===== config.mk =====
export PLATFORM = sky130hd
export DESIGN_NAME = core_top
export DESIGN_NICKNAME = d
export VERILOG_FILES = /design/src/verilog/isa_pkg.sv /design/src/verilog/core_pkg.sv /design/src/verilog/decode_if.sv /design/src/verilog/fetch_unit.sv /design/src/verilog/inst_decoder.sv /design/src/verilog/reg_file.sv /design/src/verilog/execute_unit.sv /design/src/verilog/core_top.sv
export VERILOG_INCLUDE_DIRS = /design/src /design/src/verilog
export SDC_FILE = /design/constraint.sdc
export NUM_CORES = 2
export LEC_CHECK = 0
export BUFFER_PORTS_ARGS = -buffer_cell sky130_fd_sc_hd__buf_2
export CORE_MARGIN = 2
export CORE_UTILIZATION = 36
export DETAILED_ROUTE_END_ITERATION = 7
export SLEW_MARGIN = 10
export SYNTH_ARGS = -nofsm -noshare
export SYNTH_HDL_FRONTEND = slang
export SYNTH_SLANG_ARGS = --single-unit

===== constraint.sdc =====
create_clock -name clk -period 38.6 [get_ports clk]
set_input_delay 7.72 -clock clk [delete_from_list [all_inputs] [get_ports clk]]
set_output_delay 7.72 -clock clk [all_outputs]
set_load 0.01 [all_outputs]

===== src/verilog/core_defines.svh =====
// ---------------------------------------
// Core-wide widths and reset vector
// Register count must be 2**REG_IDX_W
// ---------------------------------------
`ifndef CORE_DEFINES_SVH
`define CORE_DEFINES_SVH

`define XLEN 32

`define REG_COUNT 32

`define REG_IDX_W 5

`define RESET_PC 32'h8000_0000  // First fetch address

`endif


===== src/verilog/isa_pkg.sv =====
// ---------------------------------------
// RV32I encodings for the kept opcodes only
// ---------------------------------------
package isa_pkg;

    typedef enum logic [6:0] {
        OP     = 7'b0110011,
        OP_IMM = 7'b0010011,
        LUI    = 7'b0110111,
        AUIPC  = 7'b0010111,
        BRANCH = 7'b1100011,
        JAL    = 7'b1101111,
        JALR   = 7'b1100111
    } opcode_e;

    typedef enum logic [2:0] {
        FMT_R,
        FMT_I,
        FMT_B,
        FMT_U,
        FMT_J,
        FMT_N  // Unknown, retires as no-op
    } inst_fmt_e;

    typedef struct packed {
        logic [6:0] funct7;
        logic [4:0] rs2;
        logic [4:0] rs1;
        logic [2:0] funct3;
        logic [4:0] rd;
        logic [6:0] opcode;
    } inst_r_t;

    typedef struct packed {
        logic [11:0] imm12;
        logic [4:0]  rs1;
        logic [2:0]  funct3;
        logic [4:0]  rd;
        logic [6:0]  opcode;
    } inst_i_t;

    // Same word seen as R and I layout
    typedef union packed {
        inst_r_t r;
        inst_i_t i;
    } inst_u;

endpackage


===== src/verilog/core_pkg.sv =====
// ---------------------------------------
// Micro-architecture types of the core
// ---------------------------------------
package core_pkg;

    typedef enum logic [3:0] {
        ALU_ADD,
        ALU_SUB,
        ALU_SLL,
        ALU_SLT,
        ALU_SLTU,
        ALU_XOR,
        ALU_SRL,
        ALU_SRA,
        ALU_OR,
        ALU_AND
    } alu_op_e;

    typedef enum logic [1:0] {
        REQUEST,
        WAIT,   // Instruction fetch outstanding
        EXECUTE
    } fetch_state_e;

endpackage


===== src/verilog/decode_if.sv =====
// ---------------------------------------
// Decoded fields, valid only in EXECUTE
// ---------------------------------------
`timescale 1ns/1ps
`include "core_defines.svh"

interface decode_if import isa_pkg::*, core_pkg::*; ();
    logic [`REG_IDX_W-1:0] rs1;
    logic [`REG_IDX_W-1:0] rs2;
    logic [`REG_IDX_W-1:0] rd;
    logic [`XLEN-1:0]      imm;
    inst_fmt_e             fmt;
    logic [6:0]            opcode;  // Raw, may be unknown
    logic [2:0]            funct3;
    alu_op_e               alu_op;
    logic                  jalr;

    modport decoder (output rs1, rs2, rd, imm, fmt, opcode, funct3, alu_op, jalr);

    modport consumer (input rs1, rs2, rd, imm, fmt, opcode, funct3, alu_op, jalr);
endinterface


===== src/verilog/fetch_unit.sv =====
// ---------------------------------------
// One fetch outstanding, no back-pressure
// First request one cycle after reset ends
// ---------------------------------------
`timescale 1ns/1ps
`include "core_defines.svh"

module fetch_unit import isa_pkg::*, core_pkg::*; (
    input  logic             clk,
    input  logic             reset,
    output logic             imem_req,
    output logic [`XLEN-1:0] imem_addr,
    input  logic             imem_valid,
    input  logic [`XLEN-1:0] imem_rdata,
    input  logic [`XLEN-1:0] next_pc,
    output inst_u            inst,
    output logic [`XLEN-1:0] pc,
    output logic             exec
);
    fetch_state_e state;
    logic         started;  // Low while reset is held

    always_ff @(posedge clk or posedge reset) begin
        if (reset) begin
            state   <= REQUEST;
            started <= 1'b0;
            pc      <= `RESET_PC;
        end else begin
            started <= 1'b1;
            case (state)
                REQUEST: if (started) state <= WAIT;
                WAIT:    if (imem_valid) state <= EXECUTE;
                EXECUTE: begin
                    state <= REQUEST;
                    pc    <= next_pc;  // Retire point
                end
                default: state <= REQUEST;
            endcase
        end
    end

    always_ff @(posedge clk) begin
        if (state == WAIT && imem_valid)
            inst <= imem_rdata;
    end

    assign imem_req  = (state == REQUEST) && started;
    assign imem_addr = pc;
    assign exec      = (state == EXECUTE);

    // Memory must not answer outside a pending fetch
    a_valid_in_wait: assert property (@(posedge clk) disable iff (reset)
        imem_valid |-> state == WAIT);

    a_req_single: assert property (@(posedge clk) disable iff (reset)
        imem_req |=> !imem_req);

endmodule


===== src/verilog/inst_decoder.sv =====
// ---------------------------------------
// Combinational RV32I decode
// ---------------------------------------
`timescale 1ns/1ps

module inst_decoder import isa_pkg::*, core_pkg::*; (
    input inst_u      inst,
    decode_if.decoder dec
);
    logic [6:0] funct7;

    assign funct7     = inst.r.funct7;
    assign dec.rs1    = inst.r.rs1;
    assign dec.rs2    = inst.r.rs2;
    assign dec.rd     = inst.r.rd;
    assign dec.opcode = inst.r.opcode;
    assign dec.funct3 = inst.r.funct3;
    assign dec.jalr   = (inst.r.opcode == JALR);

    always_comb begin
        case (inst.r.opcode)
            OP:            dec.fmt = FMT_R;
            OP_IMM, JALR:  dec.fmt = FMT_I;
            BRANCH:        dec.fmt = FMT_B;
            LUI, AUIPC:    dec.fmt = FMT_U;
            JAL:           dec.fmt = FMT_J;
            default:       dec.fmt = FMT_N;
        endcase
    end

    // B, U and J immediates are scattered over the R fields
    always_comb begin
        case (dec.fmt)
            FMT_I: dec.imm = {{20{inst.i.imm12[11]}}, inst.i.imm12};
            FMT_B: dec.imm = {{20{funct7[6]}}, inst.r.rd[0], funct7[5:0], inst.r.rd[4:1], 1'b0};
            FMT_U: dec.imm = {funct7, inst.r.rs2, inst.r.rs1, inst.r.funct3, 12'b0};
            FMT_J: dec.imm = {{12{funct7[6]}}, inst.r.rs1, inst.r.funct3, inst.r.rs2[0],
                              funct7[5:0], inst.r.rs2[4:1], 1'b0};
            default: dec.imm = '0;
        endcase
    end

    always_comb begin
        dec.alu_op = ALU_ADD;  // Address math for jumps and AUIPC
        if (dec.fmt == FMT_R || inst.r.opcode == OP_IMM) begin
            case (inst.r.funct3)
                3'b000: dec.alu_op = (dec.fmt == FMT_R && funct7[5]) ? ALU_SUB : ALU_ADD;
                3'b001: dec.alu_op = ALU_SLL;
                3'b010: dec.alu_op = ALU_SLT;
                3'b011: dec.alu_op = ALU_SLTU;
                3'b100: dec.alu_op = ALU_XOR;
                3'b101: dec.alu_op = funct7[5] ? ALU_SRA : ALU_SRL;
                3'b110: dec.alu_op = ALU_OR;
                default: dec.alu_op = ALU_AND;
            endcase
        end
    end

endmodule


===== src/verilog/reg_file.sv =====
// ---------------------------------------
// x0 reads zero, writes to it are dropped
// ---------------------------------------
`timescale 1ns/1ps
`include "core_defines.svh"

module reg_file (
    input  logic                  clk,
    input  logic                  reset,
    decode_if.consumer            dec,
    input  logic                  wr_en,
    input  logic [`REG_IDX_W-1:0] wr_idx,
    input  logic [`XLEN-1:0]      wr_data,
    output logic [`XLEN-1:0]      rs1_data,
    output logic [`XLEN-1:0]      rs2_data
);
    logic [`XLEN-1:0] regs [`REG_COUNT];

    always_ff @(posedge clk or posedge reset) begin
        if (reset) begin
            for (int i = 0; i < `REG_COUNT; i++)
                regs[i] <= '0;
        end else if (wr_en && wr_idx != '0) begin
            regs[wr_idx] <= wr_data;
        end
    end

    assign rs1_data = (dec.rs1 == '0) ? '0 : regs[dec.rs1];
    assign rs2_data = (dec.rs2 == '0) ? '0 : regs[dec.rs2];

    // One write per retired instruction
    a_single_write: assert property (@(posedge clk) disable iff (reset)
        wr_en |=> !wr_en);

endmodule


===== src/verilog/execute_unit.sv =====
// ---------------------------------------
// Pure combinational, results used in EXECUTE
// ---------------------------------------
`timescale 1ns/1ps
`include "core_defines.svh"

module execute_unit import isa_pkg::*, core_pkg::*; (
    decode_if.consumer            dec,
    input  logic                  exec,
    input  logic [`XLEN-1:0]      pc,
    input  logic [`XLEN-1:0]      rs1_data,
    input  logic [`XLEN-1:0]      rs2_data,
    output logic [`XLEN-1:0]      next_pc,
    output logic                  wr_en,
    output logic [`REG_IDX_W-1:0] wr_idx,
    output logic [`XLEN-1:0]      wr_data
);
    logic [`XLEN-1:0] alu_a;
    logic [`XLEN-1:0] alu_b;
    logic [`XLEN-1:0] alu_res;
    logic [`XLEN-1:0] pc_plus4;
    logic [4:0]       shamt;
    logic             taken;
    logic             wr_flag;

    always_comb begin
        case (dec.fmt)
            FMT_R:        begin alu_a = rs1_data; alu_b = rs2_data; end
            FMT_I:        begin alu_a = rs1_data; alu_b = dec.imm; end
            FMT_U:        begin alu_a = (dec.opcode == LUI) ? '0 : pc; alu_b = dec.imm; end
            FMT_J, FMT_B: begin alu_a = pc; alu_b = dec.imm; end
            default:      begin alu_a = '0; alu_b = '0; end
        endcase
    end

    assign shamt = alu_b[4:0];

    always_comb begin
        case (dec.alu_op)
            ALU_SUB:  alu_res = alu_a - alu_b;
            ALU_SLL:  alu_res = alu_a << shamt;
            ALU_SLT:  alu_res = {{(`XLEN-1){1'b0}}, $signed(alu_a) < $signed(alu_b)};
            ALU_SLTU: alu_res = {{(`XLEN-1){1'b0}}, alu_a < alu_b};
            ALU_XOR:  alu_res = alu_a ^ alu_b;
            ALU_SRL:  alu_res = alu_a >> shamt;
            ALU_SRA:  alu_res = $unsigned($signed(alu_a) >>> shamt);
            ALU_OR:   alu_res = alu_a | alu_b;
            ALU_AND:  alu_res = alu_a & alu_b;
            default:  alu_res = alu_a + alu_b;
        endcase
    end

    always_comb begin
        case (dec.funct3)
            3'b000:  taken = (rs1_data == rs2_data);
            3'b001:  taken = (rs1_data != rs2_data);
            3'b100:  taken = ($signed(rs1_data) < $signed(rs2_data));
            3'b101:  taken = ($signed(rs1_data) >= $signed(rs2_data));
            3'b110:  taken = (rs1_data < rs2_data);
            3'b111:  taken = (rs1_data >= rs2_data);
            default: taken = 1'b0;
        endcase
    end

    assign pc_plus4 = pc + 4;

    always_comb begin
        next_pc = pc_plus4;
        wr_data = alu_res;
        wr_flag = 1'b0;
        case (dec.fmt)
            FMT_R, FMT_U: wr_flag = 1'b1;
            FMT_I: begin
                wr_flag = 1'b1;
                if (dec.jalr) begin
                    next_pc = {alu_res[`XLEN-1:1], 1'b0};
                    wr_data = pc_plus4;  // Link
                end
            end
            FMT_J: begin
                next_pc = alu_res;
                wr_data = pc_plus4;
                wr_flag = 1'b1;
            end
            FMT_B:   if (taken) next_pc = alu_res;
            default: ;
        endcase
    end

    assign wr_en  = wr_flag && exec;
    assign wr_idx = dec.rd;

    // Sampled as EXECUTE closes
    a_pc_align: assert property (@(negedge exec) next_pc[0] == 1'b0);

endmodule


===== src/verilog/core_top.sv =====
// ---------------------------------------
// Multicycle RV32I, loads/stores/CSRs absent
// ---------------------------------------
`timescale 1ns/1ps
`include "core_defines.svh"

module core_top import isa_pkg::*; (
    input  logic                  clk,
    input  logic                  reset,
    output logic                  imem_req,
    output logic [`XLEN-1:0]      imem_addr,
    input  logic                  imem_valid,
    input  logic [`XLEN-1:0]      imem_rdata,
    output logic                  retire_valid,
    output logic [`XLEN-1:0]      retire_pc,
    output logic [`XLEN-1:0]      retire_next_pc,
    output logic                  retire_we,
    output logic [`REG_IDX_W-1:0] retire_rd,
    output logic [`XLEN-1:0]      retire_wdata
);
    inst_u                 inst;
    logic [`XLEN-1:0]      pc;
    logic [`XLEN-1:0]      next_pc;
    logic                  exec;
    logic                  wr_en;
    logic [`REG_IDX_W-1:0] wr_idx;
    logic [`XLEN-1:0]      wr_data;
    logic [`XLEN-1:0]      rs1_data;
    logic [`XLEN-1:0]      rs2_data;

    decode_if dec_bus ();

    fetch_unit fetch_unit_inst (
        .clk        (clk),
        .reset      (reset),
        .imem_req   (imem_req),
        .imem_addr  (imem_addr),
        .imem_valid (imem_valid),
        .imem_rdata (imem_rdata),
        .next_pc    (next_pc),
        .inst       (inst),
        .pc         (pc),
        .exec       (exec)
    );

    inst_decoder inst_decoder_inst (
        .inst (inst),
        .dec  (dec_bus.decoder)
    );

    reg_file reg_file_inst (
        .clk      (clk),
        .reset    (reset),
        .dec      (dec_bus.consumer),
        .wr_en    (wr_en),
        .wr_idx   (wr_idx),
        .wr_data  (wr_data),
        .rs1_data (rs1_data),
        .rs2_data (rs2_data)
    );

    execute_unit execute_unit_inst (
        .dec      (dec_bus.consumer),
        .exec     (exec),
        .pc       (pc),
        .rs1_data (rs1_data),
        .rs2_data (rs2_data),
        .next_pc  (next_pc),
        .wr_en    (wr_en),
        .wr_idx   (wr_idx),
        .wr_data  (wr_data)
    );

    // Retire reports the EXECUTE cycle as is
    assign retire_valid   = exec;
    assign retire_pc      = pc;
    assign retire_next_pc = next_pc;
    assign retire_we      = wr_en;
    assign retire_rd      = wr_idx;
    assign retire_wdata   = wr_data;

endmodule


==> metrics.md <==
| Metric | Value |
|---|---|
| CTS tree | `done` |
| Period utilization | `a little under half` |
| Die area | `between 0.15 and 0.2 sq mm` |
| CP required | `between 30000 and 40000 ps` |
| DRC | `0` |
| CTS resizes | `0` |
| Most common cell in the netlist | `dfrtp_1` |
| Slowest cell on crit path | `buf_4` |
| Multi-input gate area | `0.03778 sq mm` |
| Initial antenna violation count | `12` |
| Synthesized Nets | `7155` |
| Die Ht | `441.2 um` |
| Sequential fraction of the synthesis area | `around two fifths` |
| Via count | `between 50k and 60k` |
| Hpwl dp | `193400 um` |
| Leading area contributor after synthesis | `dfrtp_1` |
| Io pins | `around 170` |
| Layout Nets | `6963` |
| Critical path arrival | `~10000 ps` |
| CTS root buf | `clkbuf_16` |
| Max VDD drop | `45.79 uV` |
| Least-Margin Pin Slew | `~1300 ps` |
| Synth Flop Type | `dfrtp_1` |
| PD cells | `about 42 mW/mm^2` |
| Status | `finished clean` |
| H-Tree Level Count | `3` |
| Post-synthesis register bit count | `1091` |
| # port buffers | `170` |
| Per-cell routed wire length | `approximately 30 um` |
| Pins over their slew limit | `0` |
| GRT Total Usage | `29.32%` |
| Area grow syn2layout | `10.15%` |
| Largest net degree at the start of global routing | `roughly 160` |
| Vias in the first global route | `between 50k and 60k` |
| Placer congestion estimate | `slightly above 1` |
| CTS max path bufs | `3` |
| Worst-case hold slack | `slightly below 400 ps` |
| Fmax | `approximately 55 MHz` |
| Synth Area per Inst | `~9.8 sq um` |
| Post-synth top area share | `38.48%` |
| RSZ-0062 raised after global routing | `false` |
| Grt total ovfl | `0` |
| CP startpoint kind | `flip-flop` |
| Post-layout util | `roughly two fifths` |
| FP Rows | `160` |
| Post-Syn Area | `0.06881 sq mm` |
| Clock sinks | `1091` |
| HP Class | `reg -> reg` |
| Fillers | `roughly 19k` |
| Worst slew margin | `between 10% and 20%` |
| Worst-skew pair later-pin latency | `810 ps` |
| CTS clk-pin slew, worst paths | `~60 ps` |
| First DRT Iteration DRCs | `roughly 7.0k` |
| WS Path Type | `reg -> out` |
| Endpoints failing setup | `0` |
| Synth warn | `0` |
| Synth cell count leaders | `1058 x dfrtp_1, 965 x nand2_1, 756 x o21ai_0` |
| Largest cells by area after synthesis | `dfrtp_1 38%, mux4_2 11%, mux2i_1 9.6%, o21ai_0 5.5%, nand2_1 5.3%` |
| Drt total wl | `a little under 300000 um` |
| Via density | `6.260` |
| Worst path max stage delay | `roughly 900 ps` |
| Die span in x | `about 440 um` |
| Drt pass-1 iters | `5` |
| Fraction of layout cells with a size suffix above 1 | `17.68%` |
| Max-cap viol count | `0` |
| ANT nets after route | `0` |
| Cts bufs inserted | `119` |
| Final hold vios | `0` |
| Clk_skew | `around 60 ps` |
| Core area | `~0.19 sq mm` |
| Critical path capture point type | `output pin` |
| First-pass GRT wire length | `416000 um` |
| Cts-stage hold buffer count | `0` |
| Crit path cell chain | `buf_12, buf_4, buf_4, buf_4, mux2i_1, a22oi_1, a21oi_1, a211oi_1, a32o_1, ha_1, nand2_1, o21bai_1, a21oi_1, o211ai_1, a2111o_1, a31oi_1, xnor2_1, nand2_1, o221ai_1, o22ai_1, mux2_2, inv_1, buf_2` |
| Setup bufs post-CTS | `0` |
| Static Leak | `approximately 33 nW` |
| Post-synth EDFFs | `32` |
| Final period demand of the worst path | `roughly 18000 ps` |
| Initial Utilization | `36.22%` |
| Ys async rst share | `between 90% and 100%` |
| Critical Path Fanout Max | `126` |
| Register area | `0.02746 sq mm` |
| Setup_tns | `0 ps` |
| Post-synth cell types | `roughly 110` |
| Crit path top cell by count | `buf_4` |
| Post-Synthesis Cells | `6988` |
-- path summary, 6_finish.rpt --
path / from / to / slack (ps) / depth (start not counted)
min reg2reg: reg_file_inst.regs[1020]$_DFFE_PP0P_ / reg_file_inst.regs[1020]$_DFFE_PP0P_ / 400 / 0
max reg2reg: fetch_unit_inst.inst[16]$_DFFE_PP_ / reg_file_inst.regs[607]$_DFFE_PP0P_ / 28900 / 24
min: reg_file_inst.regs[1020]$_DFFE_PP0P_ / reg_file_inst.regs[1020]$_DFFE_PP0P_ / 400 / 0
max: fetch_unit_inst.inst[16]$_DFFE_PP_ / retire_wdata[22] / 20430 / 23
min in group asynchronous: reset / reg_file_inst.regs[805]$_DFFE_PP0P_ / 7120 / 2
max in group asynchronous: reset / reg_file_inst.regs[537]$_DFFE_PP0P_ / 27530 / 6
-- report_power, final --
part / internal, mW / leakage (nW) / switching [mW] / total, mW
logic: 0.228 / 16.0 / 0.481 / 0.710
clock network: 0.717 / 2.08 / 0.527 / 1.24
registers: 1.17 / 15.1 / 0.0392 / 1.21
total: 2.12 / 33.1 / 1.05 / 3.16
-- flip-flops by register name, indices dropped and copies added (netlist names) --
signal and cells:
fetch_unit_inst.imem_addr 32, fetch_unit_inst.inst 32, fetch_unit_inst.started 1, fetch_unit_inst.state 2
reg_file_inst.regs 1024
-- layer usage --
| metal | global-route usage, % | vias to the layer above | routed length [um] |
|---|---|---|---|
| li1 | - | 24940 | - |
| met4 | 18.06 | 14 | 20610 |
| met1 | 37.18 | 29800 | 112200 |
| met5 | 0 | - | 118 |
| met2 | 45.28 | 3314 | 130100 |
| met3 | 6.930 | 886 | 27090 |
-- layout make-up --
| cell class | count | share of cell area (%) |
|---|---|---|
| well taps | 2511 | 4.145 |
| multi-input cells | 5043 | 49.84 |
| inverters | 158 | 0.8006 |
| diodes | 8 | 0.02641 |
| repair buffers | 383 | 3.364 |
| clock buffers | 155 | 4.373 |
| clock inverters | 69 | 1.220 |
| flip-flops and latches | 1091 | 36.23 |
-- worst max-delay path: cells and delay by family, from the launching register on --
family                   cells  cell delay, ps
AO/OA/AOI/OAI               11            3760
buffers and inverters        6            3600
multiplexers                 2             920
flip-flops                   1             380
adder cells (fa/ha/maj)      1             310
AND/OR/NAND/NOR              2             200
XOR/XNOR                     1             130
-- metrics by stage --
step	cell area (sq um)	power (mW)	std cells	worst slack [ps]
after floorplan	68810	1.660	6988	1073
after global placement	71530	1.918	9186	21600
after detailed placement	71530	1.920	9186	21570
after CTS	75770	3.159	9410	20670
after global routing	75780	3.255	9411	20200
final	75800	3.163	9418	20430
-- placed cells by master (no fill, tap or decap), drive strengths merged, types with 14 or more instances in the layout --
cell type | Yosys | layout
clkbuf | 417 | 155
o22ai | 17 | 17
o31ai | 46 | 46
xnor2 | 45 | 45
a32o | 32 | 32
dfrtp | 1058 | 1058
a221oi | 35 | 35
edfxtp | 32 | 32
buf | 279 | 383
or3 | 16 | 16
nand3 | 61 | 61
a21oi | 455 | 455
xor2 | 20 | 20
nand2b | 24 | 24
ha | 130 | 130
nand2 | 965 | 965
o211ai | 26 | 26
o21ai | 818 | 818
mux2i | 665 | 665
bufinv | 0 | 16
or2 | 14 | 14
a31oi | 31 | 31
and3 | 19 | 19
a22oi | 245 | 245
inv | 156 | 162
nand4 | 20 | 20
and2 | 45 | 45
o221ai | 20 | 20
nor3 | 46 | 46
nor4 | 21 | 21
nor2b | 16 | 16
mux4 | 346 | 346
a211oi | 49 | 49
mux2 | 111 | 111
o21bai | 15 | 15
clkinv | 2 | 42
o21a | 15 | 15
a21o | 44 | 44
nor2 | 502 | 502
-- logic make-up after synthesis --
kind of cell | count (synthesis) | share of synthesized area [%]
other | 1 | 0.005450
and+or+nand+nor | 1784 | 10.87
xor gates and xnor gates | 65 | 0.8273
buffers and inverters | 854 | 5.831
DFF | 1091 | 39.91
AOI/OAI and AO/OA | 1939 | 17.25
adders and majority gates | 132 | 2.422
muxes | 1122 | 22.88
No activity file was read; power rests on OpenSTA's default activity.
